<file path="config.mk">
export PLATFORM = sky130hd
export DESIGN_NAME = sudoku_top
export DESIGN_NICKNAME = d
export VERILOG_FILES = /design/src/logic/sudoku_pkg.sv /design/src/logic/sudoku_top.sv /design/src/logic/game_result.sv /design/src/logic/board_updater.sv /design/src/logic/button_decoder.sv /design/src/logic/sudoku_apb_regs.sv
export SDC_FILE = /design/constraint.sdc
export NUM_CORES = 2
export LEC_CHECK = 0
export ABC_CLOCK_PERIOD_IN_PS = 31300
export BUFFER_PORTS_ARGS = -buffer_cell sky130_fd_sc_hd__buf_2
export CAP_MARGIN = 20
export CELL_PAD_IN_SITES_DETAIL_PLACEMENT = 1
export CELL_PAD_IN_SITES_GLOBAL_PLACEMENT = 1
export CORE_ASPECT_RATIO = 2
export CORE_MARGIN = 1
export CORE_UTILIZATION = 34
export DETAILED_ROUTE_END_ITERATION = 7
export PLACE_DENSITY_LB_ADDON = 0.08
export SKIP_CTS_REPAIR_TIMING = 1
export SLEW_MARGIN = 40
export SYNTH_ARGS = -nofsm -noshare
export SYNTH_HDL_FRONTEND = slang
export SYNTH_SLANG_ARGS = --single-unit
</file>
<file path="constraint.sdc">
create_clock -name clk -period 31.3 [get_ports clk]
set_clock_uncertainty 0.05 [all_clocks]
set_input_delay 6.26 -clock clk [delete_from_list [all_inputs] [get_ports clk]]
set_output_delay 6.26 -clock clk [all_outputs]
set_load 0.05 [all_outputs]
</file>
<file path="src/logic/sudoku_pkg.sv">
`default_nettype none

package sudoku_pkg;

    // ******************************************************************
    // board geometry
    // ******************************************************************
    localparam int num_cells   = 81;
    localparam int cell_bits   = 4;
    localparam int board_bits  = num_cells * cell_bits;  // cell i sits at bits 4i+3:4i
    localparam int index_bits  = 7;
    localparam int strike_bits = 2;

    localparam logic [strike_bits-1:0] max_strikes = 2'd3;

    // ******************************************************************
    // APB address map
    // ******************************************************************
    localparam int apb_addr_bits = 12;
    localparam int apb_data_bits = 32;

    localparam logic [apb_addr_bits-1:0] addr_cell_base = 12'h000;  // cell i at 4i
    localparam logic [apb_addr_bits-1:0] addr_ctrl      = 12'h200;  // bit 0 requests a start
    localparam logic [apb_addr_bits-1:0] addr_cursor    = 12'h204;
    localparam logic [apb_addr_bits-1:0] addr_status    = 12'h208;  // read only

    // game state, also reported in status bits 2:0
    typedef enum logic [2:0] {
        st_idle    = 3'd0,
        st_loading = 3'd1,
        st_playing = 3'd2,
        st_won     = 3'd3,
        st_lost    = 3'd4
    } game_state_t;

endpackage

`default_nettype wire
</file>
<file path="src/logic/sudoku_top.sv">
`timescale 1ns/1ns
`default_nettype none

module sudoku_top (
    input  wire                                  clk,
    input  wire                                  reset,
    input  wire [sudoku_pkg::apb_addr_bits-1:0]  paddr,
    input  wire                                  psel,
    input  wire                                  penable,
    input  wire                                  pwrite,
    input  wire [sudoku_pkg::apb_data_bits-1:0]  pwdata,
    output logic [sudoku_pkg::apb_data_bits-1:0] prdata,
    output logic                                 pready,
    output logic                                 pslverr,
    input  wire                                  up_button,
    input  wire                                  down_button,
    input  wire                                  a_button,
    input  wire                                  b_button,
    output sudoku_pkg::game_state_t              state,
    output logic [sudoku_pkg::strike_bits-1:0]   strikes,
    output logic                                 error,
    output logic [sudoku_pkg::cell_bits-1:0]     selected_number
);
    import sudoku_pkg::*;

    logic [board_bits-1:0] staged_map;
    logic [num_cells-1:0]  staged_visibility;
    logic [index_bits-1:0] cursor;
    logic                  start_pulse;
    logic                  up_pulse;
    logic                  down_pulse;
    logic                  a_pulse;
    logic                  b_pulse;
    logic [board_bits-1:0] board;
    logic [num_cells-1:0]  visibilities;

    sudoku_apb_regs u_apb_regs (
        .clk(clk), .reset(reset),
        .paddr(paddr), .psel(psel), .penable(penable), .pwrite(pwrite), .pwdata(pwdata),
        .prdata(prdata), .pready(pready), .pslverr(pslverr),
        .board(board), .visibilities(visibilities), .state(state), .strikes(strikes),
        .error(error), .selected_number(selected_number),
        .staged_map(staged_map), .staged_visibility(staged_visibility),
        .cursor(cursor), .start_pulse(start_pulse)
    );

    // decode stage
    button_decoder u_button_decoder (
        .clk(clk), .reset(reset),
        .up_button(up_button), .down_button(down_button),
        .a_button(a_button), .b_button(b_button),
        .up_pulse(up_pulse), .down_pulse(down_pulse), .a_pulse(a_pulse), .b_pulse(b_pulse)
    );

    board_updater u_board_updater (  // execute stage
        .clk(clk), .reset(reset), .state(state),
        .up_pulse(up_pulse), .down_pulse(down_pulse), .a_pulse(a_pulse), .b_pulse(b_pulse),
        .cursor(cursor), .staged_map(staged_map), .staged_visibility(staged_visibility),
        .board(board), .visibilities(visibilities), .error(error), .strikes(strikes),
        .selected_number(selected_number)
    );

    game_result u_game_result (
        .clk(clk), .reset(reset), .start_pulse(start_pulse),
        .visibilities(visibilities), .strikes(strikes), .state(state)
    );

endmodule

`default_nettype wire

</file>
<file path="src/logic/game_result.sv">
`timescale 1ns/1ns
`default_nettype none

module game_result (
    input  wire                                clk,
    input  wire                                reset,
    input  wire                                start_pulse,
    input  wire [sudoku_pkg::num_cells-1:0]    visibilities,
    input  wire [sudoku_pkg::strike_bits-1:0]  strikes,
    output sudoku_pkg::game_state_t            state
);
    import sudoku_pkg::*;

    game_state_t next_state;

    always_ff @(posedge clk or posedge reset) begin
        if (reset) begin
            state <= st_idle;
        end else begin
            state <= next_state;
        end
    end

    always_comb begin
        next_state = state;
        if (start_pulse) begin
            next_state = st_loading;  // restart from anywhere
        end else begin
            case (state)
                st_loading: begin
                    next_state = st_playing;
                end
                st_playing: begin
                    // a loss wins over a full board in the same cycle
                    if (strikes == max_strikes) begin
                        next_state = st_lost;
                    end else if (&visibilities) begin
                        next_state = st_won;
                    end
                end
                default: begin
                    next_state = state;
                end
            endcase
        end
    end

endmodule

`default_nettype wire

</file>
<file path="src/logic/board_updater.sv">
`timescale 1ns/1ns
`default_nettype none

module board_updater (
    input  wire                                 clk,
    input  wire                                 reset,
    input  wire sudoku_pkg::game_state_t        state,
    input  wire                                 up_pulse,
    input  wire                                 down_pulse,
    input  wire                                 a_pulse,
    input  wire                                 b_pulse,
    input  wire [sudoku_pkg::index_bits-1:0]    cursor,
    input  wire [sudoku_pkg::board_bits-1:0]    staged_map,
    input  wire [sudoku_pkg::num_cells-1:0]     staged_visibility,
    output logic [sudoku_pkg::board_bits-1:0]   board,
    output logic [sudoku_pkg::num_cells-1:0]    visibilities,
    output logic                                error,
    output logic [sudoku_pkg::strike_bits-1:0]  strikes,
    output logic [sudoku_pkg::cell_bits-1:0]    selected_number
);
    import sudoku_pkg::*;

    logic [board_bits-1:0]  next_board;
    logic [num_cells-1:0]   next_visibilities;
    logic                   next_error;
    logic [strike_bits-1:0] next_strikes;
    logic [cell_bits-1:0]   next_selected_number;
    logic [cell_bits-1:0]   cell_digit;

    assign cell_digit = board[cursor*cell_bits +: cell_bits];

    always_ff @(posedge clk or posedge reset) begin
        if (reset) begin
            board           <= '0;
            visibilities    <= '0;
            error           <= 1'b0;
            strikes         <= '0;
            selected_number <= 4'd1;
        end else begin
            board           <= next_board;
            visibilities    <= next_visibilities;
            error           <= next_error;
            strikes         <= next_strikes;
            selected_number <= next_selected_number;
        end
    end

    // ******************************************************************
    // move execution
    // ******************************************************************
    always_comb begin
        next_board           = board;
        next_visibilities    = visibilities;
        next_error           = error;
        next_strikes         = strikes;
        next_selected_number = selected_number;

        case (state)
            st_loading: begin
                next_board           = staged_map;
                next_visibilities    = staged_visibility;
                next_error           = 1'b0;
                next_strikes         = '0;
                next_selected_number = 4'd1;
            end
            st_playing: begin
                if (up_pulse | down_pulse | a_pulse | b_pulse) begin
                    next_error = 1'b0;  // any button acknowledges the error
                end

                if (up_pulse) begin
                    next_selected_number = (selected_number == 4'd9) ? 4'd1 : selected_number + 4'd1;
                end else if (down_pulse) begin
                    next_selected_number = (selected_number == 4'd1) ? 4'd9 : selected_number - 4'd1;
                end

                if (a_pulse) begin
                    if (cell_digit == selected_number) begin
                        next_visibilities[cursor] = 1'b1;
                    end else begin
                        next_error = 1'b1;
                        if (strikes != max_strikes) begin
                            next_strikes = strikes + 2'd1;
                        end
                    end
                end
            end
            default: begin
                // idle, won and lost leave the board frozen
            end
        endcase
    end

endmodule

`default_nettype wire

</file>
<file path="src/logic/button_decoder.sv">
`timescale 1ns/1ns
`default_nettype none

module button_decoder (
    input  wire  clk,
    input  wire  reset,
    input  wire  up_button,
    input  wire  down_button,
    input  wire  a_button,
    input  wire  b_button,
    output logic up_pulse,
    output logic down_pulse,
    output logic a_pulse,
    output logic b_pulse
);

    logic [3:0] level;
    logic [3:0] level_q;  // level seen at the previous edge
    logic [3:0] pulse_q;

    assign level = {up_button, down_button, a_button, b_button};

    // the pulse is registered, so it appears one cycle after the rise
    always_ff @(posedge clk or posedge reset) begin
        if (reset) begin
            level_q <= '0;
            pulse_q <= '0;
        end else begin
            level_q <= level;
            pulse_q <= level & ~level_q;
        end
    end

    assign up_pulse   = pulse_q[3];
    assign down_pulse = pulse_q[2];
    assign a_pulse    = pulse_q[1];
    assign b_pulse    = pulse_q[0];

endmodule

`default_nettype wire

</file>
<file path="src/logic/sudoku_apb_regs.sv">
`timescale 1ns/1ns
`default_nettype none

module sudoku_apb_regs (
    input  wire                                 clk,
    input  wire                                 reset,
    input  wire [sudoku_pkg::apb_addr_bits-1:0] paddr,
    input  wire                                 psel,
    input  wire                                 penable,
    input  wire                                 pwrite,
    input  wire [sudoku_pkg::apb_data_bits-1:0] pwdata,
    output logic [sudoku_pkg::apb_data_bits-1:0] prdata,
    output logic                                pready,
    output logic                                pslverr,
    input  wire [sudoku_pkg::board_bits-1:0]    board,
    input  wire [sudoku_pkg::num_cells-1:0]     visibilities,
    input  wire sudoku_pkg::game_state_t        state,
    input  wire [sudoku_pkg::strike_bits-1:0]   strikes,
    input  wire                                 error,
    input  wire [sudoku_pkg::cell_bits-1:0]     selected_number,
    output logic [sudoku_pkg::board_bits-1:0]   staged_map,
    output logic [sudoku_pkg::num_cells-1:0]    staged_visibility,
    output logic [sudoku_pkg::index_bits-1:0]   cursor,
    output logic                                start_pulse
);
    import sudoku_pkg::*;

    logic                  access;
    logic                  sel_cell;
    logic                  sel_ctrl;
    logic                  sel_cursor;
    logic                  sel_status;
    logic                  bad_access;
    logic                  write_ok;
    logic [index_bits-1:0] cell_idx;
    logic [index_bits-1:0] visible_count;

    function automatic logic [index_bits-1:0] count_visible(input logic [num_cells-1:0] v);
        logic [index_bits-1:0] n;
        n = '0;
        for (int i = 0; i < num_cells; i++) begin
            n = n + index_bits'(v[i]);
        end
        return n;
    endfunction

    // ******************************************************************
    // address decode and error check
    // ******************************************************************
    assign access   = psel & penable;
    assign cell_idx = paddr[index_bits+1:2];

    // cells must be word aligned and below 0x144
    assign sel_cell = (paddr[apb_addr_bits-1:index_bits+2] == '0) &&
                      (paddr[1:0] == 2'b00) && (cell_idx < num_cells);
    assign sel_ctrl   = (paddr == addr_ctrl);
    assign sel_cursor = (paddr == addr_cursor);
    assign sel_status = (paddr == addr_status);

    assign bad_access = !(sel_cell | sel_ctrl | sel_cursor | sel_status) ||
                        (pwrite && sel_status) ||
                        (pwrite && sel_cursor && (pwdata >= num_cells));

    assign pready   = 1'b1;  // no wait states
    assign pslverr  = access & bad_access;
    assign write_ok = access & pwrite & ~bad_access;

    always_ff @(posedge clk or posedge reset) begin
        if (reset) begin
            staged_map        <= '0;
            staged_visibility <= '0;
            cursor            <= '0;
            start_pulse       <= 1'b0;
        end else begin
            start_pulse <= write_ok & sel_ctrl & pwdata[0];
            if (write_ok && sel_cell) begin
                staged_map[cell_idx*cell_bits +: cell_bits] <= pwdata[cell_bits-1:0];
                staged_visibility[cell_idx]                 <= pwdata[cell_bits];
            end
            if (write_ok && sel_cursor) begin
                cursor <= pwdata[index_bits-1:0];
            end
        end
    end

    // ******************************************************************
    // readout
    // ******************************************************************
    assign visible_count = count_visible(visibilities);

    always_comb begin
        prdata = '0;
        if (sel_cell) begin
            prdata[cell_bits-1:0] = board[cell_idx*cell_bits +: cell_bits];  // live board
            prdata[cell_bits]     = visibilities[cell_idx];
        end else if (sel_cursor) begin
            prdata[index_bits-1:0] = cursor;
        end else if (sel_status) begin
            prdata[2:0]   = state;
            prdata[4:3]   = strikes;
            prdata[5]     = error;
            prdata[11:8]  = selected_number;
            prdata[22:16] = visible_count;
        end
    end

endmodule

`default_nettype wire

</file>
After elaboration in Yosys (flattened, before gate mapping) --
Cells that the tools add are included.
Operators by class: $add $sub $neg 84, multiply operators 0, div/mod/pow operators 0, $lt $le $gt $ge 6, eq/ne operators 16, shift-type cells 4, muxes and demuxes 39, bitwise logic cells 16, reductions and logical operators 21
Operator list (count):
- $shiftx A324 B10 Y4 | 2
- $add A7 B1 Y7 | 79
- $bwmux W324 | 1
- $shift A4 B34 Y324 const A | 1
- $shiftx A4 B34 Y324 | 1
- $mux W81 | 2
- $pmux W81 S2 | 1
- $bwmux W81 | 1
- $or A81 B81 Y81 | 1
- $reduce_and A81 Y1 | 1
- $eq A12 B10 Y1 const B | 3
- $neg A9 Y34 | 1
- $ge A32 B7 Y1 const B | 1
- $mux W4 | 7
- $mux W7 | 3
- $lt A7 B8 Y1 const B | 2
- $demux W1 S7 | 2
- $ge A7 B1 Y1 const B | 2
- $mux W6 | 2
- $logic_and A1 B1 Y1 | 9
- $mux W3 | 3
- $mux W2 | 4
- $pmux W4 S2 | 1
- $bmux W1 S7 | 1
- other kinds (34) | 55
Storage, ports and cells: register bits 836, latch bits 0, memory bits (writable) 0, memory bits (read-only) 0, output and inout bits 44, logic and storage cells 198, memories kept 0

Logic depth before layout (Yosys ltp) --
depth after elaboration 83, depth in mapped cells 23, gate-level depth less buffers 23

Modules after synthesis --
A second synthesis with hierarchy kept.
Second synthesis, totals: cell total of the unflattened synthesis 4113, area total of the unflattened synthesis 42876.1 um^2
Modules (own cells, without submodules):
- sudoku_apb_regs | times used 1, cells each 1985, area each 23302.3 um^2
- board_updater | times used 1, cells each 2073, area each 18973.2 um^2
- game_result | times used 1, cells each 42, area each 341.6 um^2
- button_decoder | times used 1, cells each 13, area each 259.0 um^2

Worst setup path after synthesis --
Ideal clock, no wire load.
path kind input to output, start point input port paddr[4] (netlist name), end point output port prdata[4] (netlist name), data arrival time 9688 ps, setup slack 15302 ps, stages 12, buffers on the path 5, cells stage by stage clkbuf_1 > clkbuf_1 > nor3b_1 > clkbuf_1 > clkbuf_1 > buf_1 > a22oi_1 > a31oi_1 > o21ai_0 > o211ai_1 > a31oi_1 > o21ai_0
On the way: word-level cells in the longest chain between the ends 4, elaborated cells on any way between the ends 9, classes of those cells order compare: 1; eq/ne: 2; mux: 5; reduce/logical: 1
RTL lines:
- start: declaration | RTL line sudoku_top.sv:7 | input wire [sudoku_pkg::apb_addr_bits-1:0] paddr,
- parallel branches: the longest is 3 deep, another holds $bmux W1 S7
- $mux W5 * | RTL line sudoku_apb_regs.sv:93 | if (sel_cell) begin
- end: declaration | RTL line sudoku_top.sv:12 | output logic [sudoku_pkg::apb_data_bits-1:0] prdata,
Mark *: on every way between the ends. The select of a mux whose other input is x is not followed.

Worst setup path in the final report --
start point input port paddr[2] (netlist name), end point output port prdata[1] (netlist name)
On the way: word-level cells in the longest chain between the ends 4, elaborated cells on any way between the ends 8, classes of those cells order compare: 1; eq/ne: 2; shift: 1; mux: 3; reduce/logical: 1
RTL lines (RTL line):
- parallel branches: the longest is 3 deep, another holds $shiftx A324 B10 Y4
- $mux W5 * | sudoku_apb_regs.sv:93
Mark *: on every way between the ends.

==> flow_metrics.py <==
metrics = {
    "status": {
        "status": "complete, no violations",
    },
    "power_and_ir_drop": {
        "irDropWorstVdd_mv": 0.0376,
        "power.static_leakage_nw": 22.7,
        "power_density_nw_per_um2": 48.5,
    },
    "global_route": {
        "grt_first_pass_wirelength_um": 300000,
        "grt_max_degree": 141,
        "antenna_found_initial": 15,
        "grt_pass1_vias": 37199,
        "global_route.overflow_total": 0,
        "global_route_usage_sum": 0.346,
    },
    "cells_and_area": {
        "fillers": 13794,
        "final_net_count": 4423,
        "proportion_of_layout_cells_with_a_drive_suffix_above_1": 0.194,
        "area_delta_synth_final_pct": 13.0,
        "most-common-layout-cells": "sky130_fd_sc_hd__nand2_1, sky130_fd_sc_hd__dfrtp_1, sky130_fd_sc_hd__mux2_2",
        "most_common_cell_after_layout_fill_and_taps_aside": "sky130_fd_sc_hd__nand2_1",
        "finalNonFillerCells": 6001,
    },
    "worst_setup_path": {
        "path_buf_inv": 3,
        "worst-endpoint-required_ns": 24.99,
        "arrival_time_of_the_worst_setup_path_ns": 10.18,
        "worstPathCellList": "buf_2 -> and3b_2 -> buf_4 -> a22o_1 -> a221oi_1 -> nand3_1 -> mux4_2 -> mux2_2 -> a211oi_1 -> o22ai_1 -> buf_2",
        "crit_path_max_incr_delay_ns": 0.66,
        "worstRegToRegCells": 11,
        "critical_path.max_fanout": 28,
        "timing_worst_setup_path_type": "in2out",
        "worst_setup_sp_type": "input pin",
        "gate_family_responsible_for_the_most_delay_along_the_worst_path": "compound AO/OA/AOI/OAI gates",
        "cp_num_cells": 11,
        "setup.worst_path.end_class": "primary output",
        "crit_slowest_cell": "sky130_fd_sc_hd__a211oi_1",
        "critical_path.most_common_cell": "sky130_fd_sc_hd__buf_2",
    },
    "drt": {
        "finalWirelength_um": 215000,
        "first_iter_violations": 2956,
        "antenna_violating_nets_post_route": 0,
        "remaining_drc_errors": 0,
        "wire_per_inst_um": 35.8,
        "vias_per_cell": 5.84,
        "num_vias": 35019,
        "firstDrtPassIters": 6,
    },
    "floorplanning": {
        "io-pin-count": 97,
        "die_h_um": 501,
        "starting_density_of_the_core": 0.343,
        "die_w_um": 251,
        "fp.coreArea_um2": 123000,
        "rows": 182,
        "die_area_um2": 126000,
    },
    "synthesis": {
        "yosys_most_used_dff": "sky130_fd_sc_hd__dfrtp_1",
        "synth_cell_types": 83,
        "yosys_warnings": 0,
        "synthesis.area_per_instance_um2": 9.90,
        "ys_seq_area_frac": 0.495,
        "cells_taking_the_most_area_after_synthesis": "sky130_fd_sc_hd__dfrtp_1, sky130_fd_sc_hd__nand2_1, sky130_fd_sc_hd__mux2_2",
        "post_synthesis_register_bit_count": 836,
        "postSynth.asyncResetShare": 1.00,
        "count_of_flip_flops_with_a_built_in_enable_after_synthesis": 0,
        "post_synth_inst_count": 4270,
        "synthesized_cell_area_um2": 42300,
        "synthDominantAreaCellType": "sky130_fd_sc_hd__dfrtp_1",
        "synth_largest_type_area_fraction": 0.494,
    },
    "cts": {
        "tritoncts_clock_tree": "done",
        "numCtsBuffers": 84,
        "clockBufferDepth": 3,
        "cts_htree_levels": 3,
        "cts.reportedPaths.clkPinSlew_ns": 0.07,
        "cts_root_buffer": "sky130_fd_sc_hd__clkbuf_16",
        "clock_latency_at_the_later_pin_of_the_worst_skew_pair_ns": 0.74,
        "cts.sinks": 836,
    },
    "min_path": {
        "min_delay_path_depth": 1,
        "classification_of_the_worst_slack_hold_path": "reg2reg",
    },
    "sta": {
        "sum_neg_setup_slack_ns": 0,
        "achievable_frequency_mhz": 60.6,
        "slew_viol_final": 0,
        "timing_worst_slew_pin_value_ns": 1.01,
        "final.period_utilization": 0.527,
        "final_critical_delay_including_setup_and_external_delays_ns": 16.49,
        "setup_viol": 0,
        "rsz_0062_raised_after_global_routing": "false",
        "hold_viol": 0,
        "slew_headroom": 0.327,
    },
    "placed_design": {
        "port_buffers": 81,
        "place.detailed.instances": 5841,
        "hpwl_um": 158000,
        "globalplace.congestion": 0.981,
    },
    "run": {
        "drv_cap": 0,
    },
}
[registers in the layout (all words and copies together), names as in the netlist, 2 cells and up]
signal,cells
u_button_decoder.level_q,4
u_apb_regs.staged_visibility,81
u_board_updater.board,324
u_apb_regs.staged_map,324
u_button_decoder.pulse_q,4
u_board_updater.visibilities,81
u_apb_regs.cursor,7
u_board_updater.selected_number,4
u_game_result.state,3
u_board_updater.strikes,2
[synthesized netlist by cell type, drive strengths merged (22+ instances only)]
master / count
nand2: 1162
dfrtp: 835
mux2: 365
nor2: 215
clkbuf: 194
a22oi: 187
inv: 177
o21ai: 169
a21oi: 114
nand3: 101
o211ai: 90
buf: 73
fa: 70
nand4: 61
nor3: 48
mux4: 46
a221oi: 44
mux2i: 39
ha: 25
and2: 24
o22ai: 22
[worst register-to-register path: stages, from the launching register on]
cell and delay, ns:
sky130_fd_sc_hd__dfrtp_4 0.81, sky130_fd_sc_hd__buf_6 0.62, sky130_fd_sc_hd__nor2b_1 0.78, sky130_fd_sc_hd__buf_4 0.32, sky130_fd_sc_hd__a221oi_1 0.10, sky130_fd_sc_hd__nor2_1 0.14, sky130_fd_sc_hd__a2bb2oi_1 0.55, sky130_fd_sc_hd__a211oi_2 0.31
sky130_fd_sc_hd__xnor2_1 0.31, sky130_fd_sc_hd__a31oi_4 0.74, sky130_fd_sc_hd__buf_6 0.55, sky130_fd_sc_hd__a21oi_1 0.33
[per-stage QoR]
step | hold WS (ns) | util | total power [mW] | setup WS (ns) | instance area, um^2
after floorplan | 0.328 | - | 1.16 | 1.51 | 42300
after global placement | 0.332 | 0.360 | 1.21 | 15.00 | 44400
after detailed placement | 0.336 | 0.362 | 1.21 | 14.90 | 44600
after CTS | 0.345 | 0.387 | 2.34 | 14.91 | 47600
after global routing | 0.358 | 0.388 | 2.38 | 14.69 | 47800
final | 0.340 | 0.388 | 2.32 | 14.81 | 47800
[layout make-up]
cell class / count / area (um^2) / share of cell area
diodes: 3 / 7.51 / 0.000157
flip-flops and latches: 836 / 20900 / 0.438
inverters: 181 / 692 / 0.0145
well taps: 1656 / 2070 / 0.0434
repair buffers: 173 / 1300 / 0.0271
clock inverters: 36 / 547 / 0.0114
multi-input cells: 2999 / 19800 / 0.414
clock buffers: 117 / 2440 / 0.0510
[report_power, final]
group | leakage, nW | internal [mW] | switching, mW
clock network | 1.46 | 0.640 | 0.487
registers | 11.7 | 1.08 | 0.000750
logic | 9.63 | 0.0159 | 0.0945
total | 22.7 | 1.74 | 0.582
[worst paths after layout]
| check | start | to | slack [ns] |
|---|---|---|---|
| max reg2reg | u_apb_regs.cursor[0] | u_board_updater.visibilities[32] | 25.53 |
| max | paddr[2] | prdata[1] | 14.81 |
| min in group asynchronous | reset | u_apb_regs.staged_visibility[70] | 5.53 |
| min | u_button_decoder.level_q[1] | u_button_decoder.pulse_q[1] | 0.34 |
| min reg2reg | u_button_decoder.level_q[1] | u_button_decoder.pulse_q[1] | 0.34 |
| max in group asynchronous | reset | u_board_updater.board[94] | 23.44 |
[cell families (layout without fill, tap and decap cells)]
| logic type | Yosys count | count (layout) | share of synthesized area |
|---|---|---|---|
| AND/OR/NAND/NOR | 1711 | 1711 | 0.172 |
| flip-flops | 836 | 836 | 0.495 |
| AO/OA/AOI/OAI | 721 | 721 | 0.116 |
| multiplexers | 450 | 450 | 0.131 |
| buffers and inverters | 448 | 507 | 0.0441 |
| adder cells (fa/ha/maj) | 95 | 95 | 0.0405 |
| XOR/XNOR | 7 | 7 | 0.00145 |
| other | 2 | 18 | 0.000178 |
[per-layer routing]
metal	GRT usage	up-vias	share of wire
met4	0.363	6	0.13
met3	0.0638	692	0.050
met5	0	-	0.00027
met1	0.332	18213	0.32
met2	0.601	1400	0.50
li1	-	14708	-
No activity file was read; power rests on OpenSTA's default activity.
